### src/source/cpuTypesPkg.sv
package cpuTypesPkg;

    localparam int dataWidth = 32;
    localparam int addrWidth = 32;
    localparam int opWidth   = 4;

    typedef logic [dataWidth-1:0] dataT;
    typedef logic [addrWidth-1:0] addrT;

    // control-transfer operations seen by the branch path
    typedef enum logic [opWidth-1:0] {
        opNop  = 4'd0,
        opBeq  = 4'd1,
        opBne  = 4'd2,
        opBlt  = 4'd3,
        opBge  = 4'd4,
        opBltu = 4'd5,
        opBgeu = 4'd6,
        opJal  = 4'd7,
        opJalr = 4'd8
    } branchOpT;

    localparam dataT dataFree = '0;
    localparam addrT addrFree = '0;

    // distance from a branch to the instruction after it
    localparam addrT instBytes = 32'd4;

endpackage

### src/source/stationPkg.sv
package stationPkg;

    localparam int tagWidth = 4;

    // tag zero marks an operand whose value is already held
    typedef logic [tagWidth-1:0] tagT;
    localparam tagT tagFree = '0;

    localparam int rsSize = 4;

    typedef logic [$clog2(rsSize)-1:0] rsIndexT;
    typedef logic [rsSize-1:0] rsMaskT;

endpackage

### src/source/operandSnoop.sv
module operandSnoop (
    input  logic               aluWrtEn,
    input  logic               lsWrtEn,
    input  stationPkg::tagT    aluTag,
    input  stationPkg::tagT    lsTag,
    input  stationPkg::tagT    tagNow,
    input  cpuTypesPkg::dataT  aluData,
    input  cpuTypesPkg::dataT  lsData,
    input  cpuTypesPkg::dataT  dataNow,
    output stationPkg::tagT    tagNext,
    output cpuTypesPkg::dataT  dataNext
);
    import stationPkg::*;

    logic waiting;

    assign waiting = (tagNow != tagFree);

    // a tag is only ever broadcast once, so the bus order only matters on paper
    always_comb begin
        if (waiting && aluWrtEn && (aluTag == tagNow)) begin
            tagNext  = tagFree;
            dataNext = aluData;
        end else if (waiting && lsWrtEn && (lsTag == tagNow)) begin
            tagNext  = tagFree;
            dataNext = lsData;
        end else begin
            tagNext  = tagNow;
            dataNext = dataNow;
        end
    end

endmodule

### src/source/stationLine.sv
module stationLine (
    input  logic                  clk,
    input  logic                  rst,
    input  logic                  occupied,
    input  logic                  allocEn,
    input  logic                  aluWrtEn,
    input  stationPkg::tagT       aluTag,
    input  cpuTypesPkg::dataT     aluData,
    input  logic                  lsWrtEn,
    input  stationPkg::tagT       lsTag,
    input  cpuTypesPkg::dataT     lsData,
    input  cpuTypesPkg::dataT     allocOperandO,
    input  cpuTypesPkg::dataT     allocOperandT,
    input  stationPkg::tagT       allocTagO,
    input  stationPkg::tagT       allocTagT,
    input  cpuTypesPkg::branchOpT allocOp,
    input  cpuTypesPkg::dataT     allocImm,
    input  cpuTypesPkg::addrT     allocPc,
    output logic                  ready,
    output cpuTypesPkg::dataT     issueOperandO,
    output cpuTypesPkg::dataT     issueOperandT,
    output cpuTypesPkg::dataT     issueImm,
    output cpuTypesPkg::branchOpT issueOp,
    output cpuTypesPkg::addrT     issuePc
);
    import cpuTypesPkg::*;
    import stationPkg::*;

    tagT      storedTagO;
    tagT      storedTagT;
    dataT     storedDataO;
    dataT     storedDataT;
    branchOpT storedOp;
    dataT     storedImm;
    addrT     storedPc;
    tagT      tagCurO;
    tagT      tagCurT;
    dataT     dataCurO;
    dataT     dataCurT;
    tagT      tagNextO;
    tagT      tagNextT;
    dataT     dataNextO;
    dataT     dataNextT;

    // an incoming instruction is snooped as well, so a wakeup in its own cycle is kept
    assign tagCurO  = allocEn ? allocTagO : storedTagO;
    assign tagCurT  = allocEn ? allocTagT : storedTagT;
    assign dataCurO = allocEn ? allocOperandO : storedDataO;
    assign dataCurT = allocEn ? allocOperandT : storedDataT;

    operandSnoop uSnoopO (
        .aluWrtEn (aluWrtEn),
        .lsWrtEn  (lsWrtEn),
        .aluTag   (aluTag),
        .lsTag    (lsTag),
        .tagNow   (tagCurO),
        .aluData  (aluData),
        .lsData   (lsData),
        .dataNow  (dataCurO),
        .tagNext  (tagNextO),
        .dataNext (dataNextO)
    );

    operandSnoop uSnoopT (
        .aluWrtEn (aluWrtEn),
        .lsWrtEn  (lsWrtEn),
        .aluTag   (aluTag),
        .lsTag    (lsTag),
        .tagNow   (tagCurT),
        .aluData  (aluData),
        .lsData   (lsData),
        .dataNow  (dataCurT),
        .tagNext  (tagNextT),
        .dataNext (dataNextT)
    );

    always_ff @(posedge clk or posedge rst) begin
        if (rst) begin
            storedTagO <= tagFree;
            storedTagT <= tagFree;
            storedOp   <= opNop;
        end else begin
            storedTagO <= tagNextO;
            storedTagT <= tagNextT;
            if (allocEn) begin
                storedOp <= allocOp;
            end
        end
    end

    always_ff @(posedge clk) begin
        storedDataO <= dataNextO;
        storedDataT <= dataNextT;
        if (allocEn) begin
            storedImm <= allocImm;
            storedPc  <= allocPc;
        end
    end

    // ready looks at next-cycle tags so bus data can go straight to issue
    assign ready         = occupied && (tagNextO == tagFree) && (tagNextT == tagFree);
    assign issueOperandO = dataNextO;
    assign issueOperandT = dataNextT;
    assign issueImm      = storedImm;
    assign issueOp       = storedOp;
    assign issuePc       = storedPc;

endmodule

### src/source/branchStation.sv
module branchStation (
    input  logic                  clk,
    input  logic                  rst,
    input  logic                  allocEn,
    input  cpuTypesPkg::dataT     allocOperandO,
    input  cpuTypesPkg::dataT     allocOperandT,
    input  stationPkg::tagT       allocTagO,
    input  stationPkg::tagT       allocTagT,
    input  cpuTypesPkg::branchOpT allocOp,
    input  cpuTypesPkg::dataT     allocImm,
    input  cpuTypesPkg::addrT     allocPc,
    input  logic                  aluWrtEn,
    input  stationPkg::tagT       aluTag,
    input  cpuTypesPkg::dataT     aluData,
    input  logic                  lsWrtEn,
    input  stationPkg::tagT       lsTag,
    input  cpuTypesPkg::dataT     lsData,
    output stationPkg::rsMaskT    freeStatus,
    output logic                  issueEn,
    output cpuTypesPkg::dataT     issueOperandO,
    output cpuTypesPkg::dataT     issueOperandT,
    output cpuTypesPkg::dataT     issueImm,
    output cpuTypesPkg::branchOpT issueOp,
    output cpuTypesPkg::addrT     issuePc
);
    import cpuTypesPkg::*;
    import stationPkg::*;

    rsIndexT  head;
    rsIndexT  tail;
    rsMaskT   occupied;
    rsMaskT   lineAlloc;
    rsMaskT   lineReady;
    logic     allocHit;
    logic     canIssue;
    dataT     lineOperandO [rsSize];
    dataT     lineOperandT [rsSize];
    dataT     lineImm [rsSize];
    branchOpT lineOp [rsSize];
    addrT     linePc [rsSize];

    // a request is dropped when the tail entry is still taken
    assign allocHit = allocEn && !occupied[tail];
    assign canIssue = lineReady[head];

    always_comb begin
        lineAlloc       = '0;
        lineAlloc[tail] = allocHit;
    end

    for (genvar i = 0; i < rsSize; i++) begin : gLine
        stationLine uLine (
            .clk           (clk),
            .rst           (rst),
            .occupied      (occupied[i]),
            .allocEn       (lineAlloc[i]),
            .aluWrtEn      (aluWrtEn),
            .aluTag        (aluTag),
            .aluData       (aluData),
            .lsWrtEn       (lsWrtEn),
            .lsTag         (lsTag),
            .lsData        (lsData),
            .allocOperandO (allocOperandO),
            .allocOperandT (allocOperandT),
            .allocTagO     (allocTagO),
            .allocTagT     (allocTagT),
            .allocOp       (allocOp),
            .allocImm      (allocImm),
            .allocPc       (allocPc),
            .ready         (lineReady[i]),
            .issueOperandO (lineOperandO[i]),
            .issueOperandT (lineOperandT[i]),
            .issueImm      (lineImm[i]),
            .issueOp       (lineOp[i]),
            .issuePc       (linePc[i])
        );
    end

    always_ff @(posedge clk or posedge rst) begin
        if (rst) begin
            head          <= '0;
            tail          <= '0;
            occupied      <= '0;
            issueEn       <= 1'b0;
            issueOperandO <= dataFree;
            issueOperandT <= dataFree;
            issueImm      <= dataFree;
            issueOp       <= opNop;
            issuePc       <= addrFree;
        end else begin
            if (allocHit) begin
                occupied[tail] <= 1'b1;
                tail           <= tail + rsIndexT'(1);
            end
            if (canIssue) begin
                occupied[head] <= 1'b0;
                head           <= head + rsIndexT'(1);
                issueEn        <= 1'b1;
                issueOperandO  <= lineOperandO[head];
                issueOperandT  <= lineOperandT[head];
                issueImm       <= lineImm[head];
                issueOp        <= lineOp[head];
                issuePc        <= linePc[head];
            end else begin
                issueEn       <= 1'b0;
                issueOperandO <= dataFree;
                issueOperandT <= dataFree;
                issueImm      <= dataFree;
                issueOp       <= opNop;
                issuePc       <= addrFree;
            end
        end
    end

    assign freeStatus = ~occupied;

endmodule

### src/source/branchCompare.sv
module branchCompare (
    input  cpuTypesPkg::branchOpT op,
    input  cpuTypesPkg::dataT     operandO,
    input  cpuTypesPkg::dataT     operandT,
    output logic                  taken
);
    import cpuTypesPkg::*;

    logic isEqual;
    logic lessSigned;
    logic lessUnsigned;

    assign isEqual      = (operandO == operandT);
    assign lessSigned   = ($signed(operandO) < $signed(operandT));
    assign lessUnsigned = (operandO < operandT);

    always_comb begin
        case (op)
            opBeq: begin
                taken = isEqual;
            end
            opBne: begin
                taken = !isEqual;
            end
            opBlt: begin
                taken = lessSigned;
            end
            opBge: begin
                taken = !lessSigned;
            end
            opBltu: begin
                taken = lessUnsigned;
            end
            opBgeu: begin
                taken = !lessUnsigned;
            end
            // jumps always leave the sequential path
            opJal, opJalr: begin
                taken = 1'b1;
            end
            default: begin
                taken = 1'b0;
            end
        endcase
    end

endmodule

### src/source/branchTarget.sv
module branchTarget (
    input  cpuTypesPkg::branchOpT op,
    input  cpuTypesPkg::dataT     operandO,
    input  cpuTypesPkg::dataT     imm,
    input  cpuTypesPkg::addrT     pc,
    output cpuTypesPkg::addrT     target,
    output cpuTypesPkg::addrT     fallThrough,
    output cpuTypesPkg::dataT     link
);
    import cpuTypesPkg::*;

    logic isJump;
    addrT pcRelative;
    addrT regRelative;

    assign isJump = (op == opJal) || (op == opJalr);

    assign pcRelative  = pc + addrT'(imm);
    assign regRelative = addrT'(operandO + imm);

    // JALR drops bit 0 of the sum as RV32 requires
    assign target = (op == opJalr) ? {regRelative[addrWidth-1:1], 1'b0} : pcRelative;

    assign fallThrough = pc + instBytes;
    assign link        = isJump ? dataT'(fallThrough) : dataFree;

endmodule

### src/source/branchResolve.sv
module branchResolve (
    input  logic                  clk,
    input  logic                  rst,
    input  logic                  issueEn,
    input  logic                  taken,
    input  cpuTypesPkg::branchOpT op,
    input  cpuTypesPkg::addrT     target,
    input  cpuTypesPkg::addrT     fallThrough,
    input  cpuTypesPkg::dataT     link,
    output logic                  branchDone,
    output logic                  branchTaken,
    output cpuTypesPkg::addrT     branchTarget,
    output cpuTypesPkg::dataT     linkData
);
    import cpuTypesPkg::*;

    logic isJump;

    assign isJump = (op == opJal) || (op == opJalr);

    always_ff @(posedge clk or posedge rst) begin
        if (rst) begin
            branchDone   <= 1'b0;
            branchTaken  <= 1'b0;
            branchTarget <= addrFree;
            linkData     <= dataFree;
        end else if (issueEn) begin
            branchDone  <= 1'b1;
            branchTaken <= taken;
            // a branch that is not taken continues at the next instruction
            branchTarget <= taken ? target : fallThrough;
            linkData     <= isJump ? link : dataFree;
        end else begin
            branchDone   <= 1'b0;
            branchTaken  <= 1'b0;
            branchTarget <= addrFree;
            linkData     <= dataFree;
        end
    end

endmodule

### src/source/branchUnit.sv
module branchUnit (
    input  logic                  clk,
    input  logic                  rst,
    input  logic                  aluWrtEn,
    input  stationPkg::tagT       aluTag,
    input  cpuTypesPkg::dataT     aluData,
    input  logic                  lsWrtEn,
    input  stationPkg::tagT       lsTag,
    input  cpuTypesPkg::dataT     lsData,
    input  logic                  allocEn,
    input  cpuTypesPkg::dataT     allocOperandO,
    input  cpuTypesPkg::dataT     allocOperandT,
    input  stationPkg::tagT       allocTagO,
    input  stationPkg::tagT       allocTagT,
    input  cpuTypesPkg::branchOpT allocOp,
    input  cpuTypesPkg::dataT     allocImm,
    input  cpuTypesPkg::addrT     allocPc,
    output stationPkg::rsMaskT    freeStatus,
    output logic                  branchDone,
    output logic                  branchTaken,
    output cpuTypesPkg::addrT     branchTarget,
    output cpuTypesPkg::dataT     linkData
);
    import cpuTypesPkg::*;

    logic     issueEn;
    dataT     issueOperandO;
    dataT     issueOperandT;
    dataT     issueImm;
    branchOpT issueOp;
    addrT     issuePc;
    logic     cmpTaken;
    addrT     targetAddr;
    addrT     fallThrough;
    dataT     linkValue;

    branchStation uStation (
        .clk           (clk),
        .rst           (rst),
        .allocEn       (allocEn),
        .allocOperandO (allocOperandO),
        .allocOperandT (allocOperandT),
        .allocTagO     (allocTagO),
        .allocTagT     (allocTagT),
        .allocOp       (allocOp),
        .allocImm      (allocImm),
        .allocPc       (allocPc),
        .aluWrtEn      (aluWrtEn),
        .aluTag        (aluTag),
        .aluData       (aluData),
        .lsWrtEn       (lsWrtEn),
        .lsTag         (lsTag),
        .lsData        (lsData),
        .freeStatus    (freeStatus),
        .issueEn       (issueEn),
        .issueOperandO (issueOperandO),
        .issueOperandT (issueOperandT),
        .issueImm      (issueImm),
        .issueOp       (issueOp),
        .issuePc       (issuePc)
    );

    // condition and address are worked out side by side on the issued branch
    branchCompare uCompare (
        .op       (issueOp),
        .operandO (issueOperandO),
        .operandT (issueOperandT),
        .taken    (cmpTaken)
    );

    branchTarget uTarget (
        .op          (issueOp),
        .operandO    (issueOperandO),
        .imm         (issueImm),
        .pc          (issuePc),
        .target      (targetAddr),
        .fallThrough (fallThrough),
        .link        (linkValue)
    );

    branchResolve uResolve (
        .clk          (clk),
        .rst          (rst),
        .issueEn      (issueEn),
        .taken        (cmpTaken),
        .op           (issueOp),
        .target       (targetAddr),
        .fallThrough  (fallThrough),
        .link         (linkValue),
        .branchDone   (branchDone),
        .branchTaken  (branchTaken),
        .branchTarget (branchTarget),
        .linkData     (linkData)
    );

endmodule

### config.mk
export PLATFORM = sky130hd
export DESIGN_NAME = branchUnit
export DESIGN_NICKNAME = d
export VERILOG_FILES = /design/src/source/cpuTypesPkg.sv /design/src/source/stationPkg.sv /design/src/source/operandSnoop.sv /design/src/source/stationLine.sv /design/src/source/branchStation.sv /design/src/source/branchCompare.sv /design/src/source/branchTarget.sv /design/src/source/branchResolve.sv /design/src/source/branchUnit.sv
export SDC_FILE = /design/constraint.sdc
export NUM_CORES = 2
export LEC_CHECK = 0
export ABC_CLOCK_PERIOD_IN_PS = 9650
export BUFFER_PORTS_ARGS = -buffer_cell sky130_fd_sc_hd__buf_2
export CAP_MARGIN = 40
export CORE_ASPECT_RATIO = 2
export CORE_MARGIN = 8
export CORE_UTILIZATION = 25
export DETAILED_ROUTE_END_ITERATION = 12
export GPL_TIMING_DRIVEN = 0
export HOLD_SLACK_MARGIN = 0.08
export PLACE_DENSITY_LB_ADDON = 0.05
export SETUP_SLACK_MARGIN = 0.15
export SYNTH_ARGS = -nofsm -noshare
export SYNTH_HDL_FRONTEND = slang
export SYNTH_SLANG_ARGS = --single-unit
### constraint.sdc
create_clock -name clk -period 9.65 [get_ports clk]
set_input_delay 1.93 -clock clk [delete_from_list [all_inputs] [get_ports clk]]
set_output_delay 1.93 -clock clk [all_outputs]
set_load 0.03 [all_outputs]
==> results by group <==
Drt
  – DRT Pass-1 Iters: 6
  – Iter 0 DRT Violations: 2288
  – Post-DRT Antenna Nets: 0
  – Routed WL per cell: 29.2 um
  – Remaining DRCs: 0
  – Vias per inst: 5.07
  – Vias: 34000
  – Total Wirelength: 196000 um

Synthesis
  – Synth Area in XOR/XNOR: 2.77%
  – Count leader, synth: nand2_1
  – Post-synth EDFFs: 256
  – Yosys top cell by area: edfxtp_1
  – Mux cell area share after synthesis: 8.07%
  – Adder-cell share of the synthesized area: 3.36%
  – Synth top cells by count: 903 x nand2_1, 282 x nor2_1, 257 x clkbuf_1
  – Syn_nets: 4458
  – Largest family of logic cells by synthesized area: simple AND/OR/NAND/NOR gates
  – Synthesized area: 39100 um^2
  – Ys flop type: edfxtp_1
  – Dominant cells by area after synthesis: edfxtp_1 20%, dfrtp_1 16%, dfxtp_1 13%, nand2_1 8.7%, mux4_2 4.1%
  – Synth unique cells: 81
  – Area share of the largest cell type after synthesis: 19.6%
  – Post-Syn Area per Cell: 9.46 um^2
  – Synth Instances: 4137
  – Post-synthesis async set-or-reset flop share: 33.2%
  – Sequential area share after synthesis: 49.0%
  – Simple-Gate Fraction of Synth Area: 18.6%
  – Synth Area in Compound Gates: 14.2%
  – Post-synthesis register bit count: 767
  – Ys Warns: 0

STA
  – F_max: 159 MHz
  – Final setup viols: 0
  – Skew final: 0.0554 ns
  – Fin crit period: 6.29 ns
  – Setup_tns: 0 ns
  – Min Hold Slack: 0.465 ns
  – Fin crit share: 65.2%
  – Slew @ Worst Pin: 0.958 ns
  – Endpoints failing hold: 0
  – Rel. slew slack: 35.3%
  – RSZ-0062 raised after global routing: false
  – Slew Limit Fails: 0

Clock tree
  – Cts hold-fix bufs: 0
  – CTS buffer count: 82
  – Post-CTS Setup Bufs: 0
  – Latest clock arrival within the worst-skew pair: 0.69 ns
  – CTS clk-pin slew, worst paths: 0.07 ns
  – CTS tree: built
  – Htree depth: 3
  – Total clock sinks: 767
  – Clk buf depth: 3
  – Root Buffer: clkbuf_16
  – Post-CTS sizing: 0

Cells and area
  – Layout cells sized above 1: 13.6%
  – Seq. cell area: 19200 um^2
  – Nets: 4881
  – Area Overhead vs Synth: 20.0%
  – Post-route cell area: 47000 um^2
  – Area of the multi-input gates: 18400 um^2
  – Final-layout fill cell count: 16500

Critical path
  – Startpoint Class: primary input
  – Slowest stage cell, crit path: a211oi_4
  – Critical path's largest stage delay: 0.75 ns
  – Cell Chain, Critical Path: buf_2, clkbuf_1, and2_1, a21oi_1, o31ai_1, nand3_1, a211oi_4, o221ai_1, nand3_2, nand2_1, buf_6, buf_2, a31oi_1
  – CP max FO: 10
  – Worst path required time: 10.14 ns
  – WP data arrival: 6.78 ns
  – Most used cell, CP: buf_2
  – CP Class: primary input to flip-flop
  – Critical Path End Type: flip-flop

Die
  – Area of the die: 170000 um^2
  – Die Y: 576 um
  – Die W: 296 um
  – Ports: 287
  – Initial core utilization: 25.1%
  – Core area: 156000 um^2
  – Num rows: 205

Pwr
  – Clock share of power: 21.7%
  – Share of power burned in registers: 32.1%
  – PD cells: 333 nW/um^2
  – Logic pwr share: 46.2%
  – VDD IR max: 0.129 mV
  – LEAKAGE: 19.5 nW
  – Net Sw Frac: 42.6%
  – Total internal power: 8.97 mW
  – Switch Pwr: 6.67 mW

Run
  – Max-cap viol count: 0

Global routing
  – Total GRT Usage: 22.4%
  – Initial antenna violation count: 21
  – Number of global-route vias before repair: 36200
  – First-pass GRT wire length: 273000 um
  – GR Overflow Total: 0
  – Largest net degree at the start of global routing: 107

Status
  – Outcome: complete, no violations

Place
  – HPWL after DPL: 153000 um
  – Placed instance area: 44200 um^2
  – I/O Buffers: 248
  – Placer Congestion: 0.914

Worst hold path
  – Hold Path Class: flip-flop to flip-flop
[worst max-delay path: cells and delay by family]
kind	cells	cell delay [ns]
AO/OA/AOI/OAI	5	2.50
AND/OR/NAND/NOR	4	1.16
buffers and inverters	4	1.15
[state kept, by name, summed over array words and instances (netlist names), 2 cells and up]
signal,count
uResolve.branchTarget,32
uResolve.linkData,32
uStation.gLine.uLine.issuePc,128
uStation.issueOperandT,32
uStation.issuePc,32
uStation.tail,2
uStation.gLine.uLine.issueImm,128
uStation.gLine.uLine.storedTagO,16
uStation.head,2
uStation.gLine.uLine.storedTagT,16
uStation.issueImm,32
uStation.gLine.uLine.storedDataT,128
uStation.issueOperandO,32
uStation.gLine.uLine.issueOp,16
uStation.issueOp,4
uStation.gLine.uLine.storedDataO,128
uStation.occupied,4
[stage by stage]
stage / util, % / total power, mW / instances / worst slack, ns
2_1_floorplan: - / 9.27 / 4137 / 0.707
5_1_grt: 30.2 / 16.6 / 6700 / 3.23
3_5_place_dp: 28.4 / 12.4 / 6546 / 2.59
6_report: 30.2 / 15.6 / 6706 / 3.36
3_3_place_gp: 27.6 / 12.1 / 6455 / -4.36
4_1_cts: 30.2 / 15.9 / 6698 / 3.28
[area by class of cell]
| class | count | share of cell area, % |
|---|---|---|
| inverter | 78 | 0.639 |
| clock inverter | 41 | 0.834 |
| sequential | 767 | 40.9 |
| clock buffer | 111 | 5.06 |
| buffer | 315 | 2.67 |
| tap | 2070 | 5.51 |
| multi-input combinational | 2977 | 39.2 |
| timing repair buffer | 339 | 5.14 |
| antenna | 8 | 0.0426 |
[metal layers]
layer	global-route usage (%)	up-vias	routed length (um)
met2	44.5	1121	109000
met1	22.3	16900	67600
li1	-	15600	-
met3	2.81	423	7660
met5	0	-	68
met4	11.3	12	11400
[placed cells by master, fill, tap and decap left out, types with 37 or more instances in the layout]
cell type  synthesis  final
dfrtp_1          255    255
o22ai_1          100    100
xnor2_1           79     79
nor3_1            62     62
nand2_1          903    903
edfxtp_1         256    256
o21ai_0          233    233
mux4_2            71     71
nor2_1           282    282
ha_1             102    102
o21ai_1           38     38
a31oi_1           44     44
inv_1             74     73
buf_6              3     52
o21a_1            42     42
buf_2             16    266
xor2_1            45     45
and3_1           182    182
o31ai_1          110    110
mux2i_1          112    112
nand3_1           72     72
dfxtp_1          256    256
clkbuf_16          0     87
mux2_2            37     37
a21oi_1          129    129
clkbuf_1         257    266
[logic make-up after synthesis]
kind of cell / Yosys count
compound gates: 875
xor+xnor: 124
fa+ha+maj: 104
buf+inv: 393
flops: 767
mux: 221
simple gates: 1653
[power groups by stage]
| stage | combinational [mW] | clock, mW | sequential (mW) |
|---|---|---|---|
| 2_1_floorplan | 4.40 | 0 | 4.88 |
| 3_3_place_gp | 7.02 | 0 | 5.12 |
| 3_5_place_dp | 7.28 | 0 | 5.09 |
| 4_1_cts | 7.32 | 3.50 | 5.03 |
| 5_1_grt | 7.85 | 3.60 | 5.12 |
| 6_report | 7.22 | 3.39 | 5.03 |
[worst paths after layout]
| path | endpoint | slack [ns] | depth (start not counted) | start |
|---|---|---|---|---|
| worst max-delay path | uStation.issueOperandO[29]$_DFF_PP0_ | 3.36 | 13 | lsTag[1] |
| worst min-delay path | uStation.gLine[2].uLine.issueOp[1]$_DFFE_PP0P_ | 0.47 | 2 | uStation.gLine[2].uLine.issueOp[1]$_DFFE_PP0P_ |
| worst max register to register | uStation.issueOperandO[29]$_DFF_PP0_ | 4.27 | 13 | uStation.tail[0]$_DFFE_PP0P_ |
| worst min register to register | uStation.gLine[2].uLine.issueOp[1]$_DFFE_PP0P_ | 0.47 | 2 | uStation.gLine[2].uLine.issueOp[1]$_DFFE_PP0P_ |
| max in group asynchronous | uStation.gLine[2].uLine.issueOp[3]$_DFFE_PP0P_ | 7.26 | 3 | rst |
| min in group asynchronous | uResolve.branchTarget[5]$_DFF_PP0_ | 1.30 | 2 | rst |
Note: power is estimated with default switching activity, not from simulation.
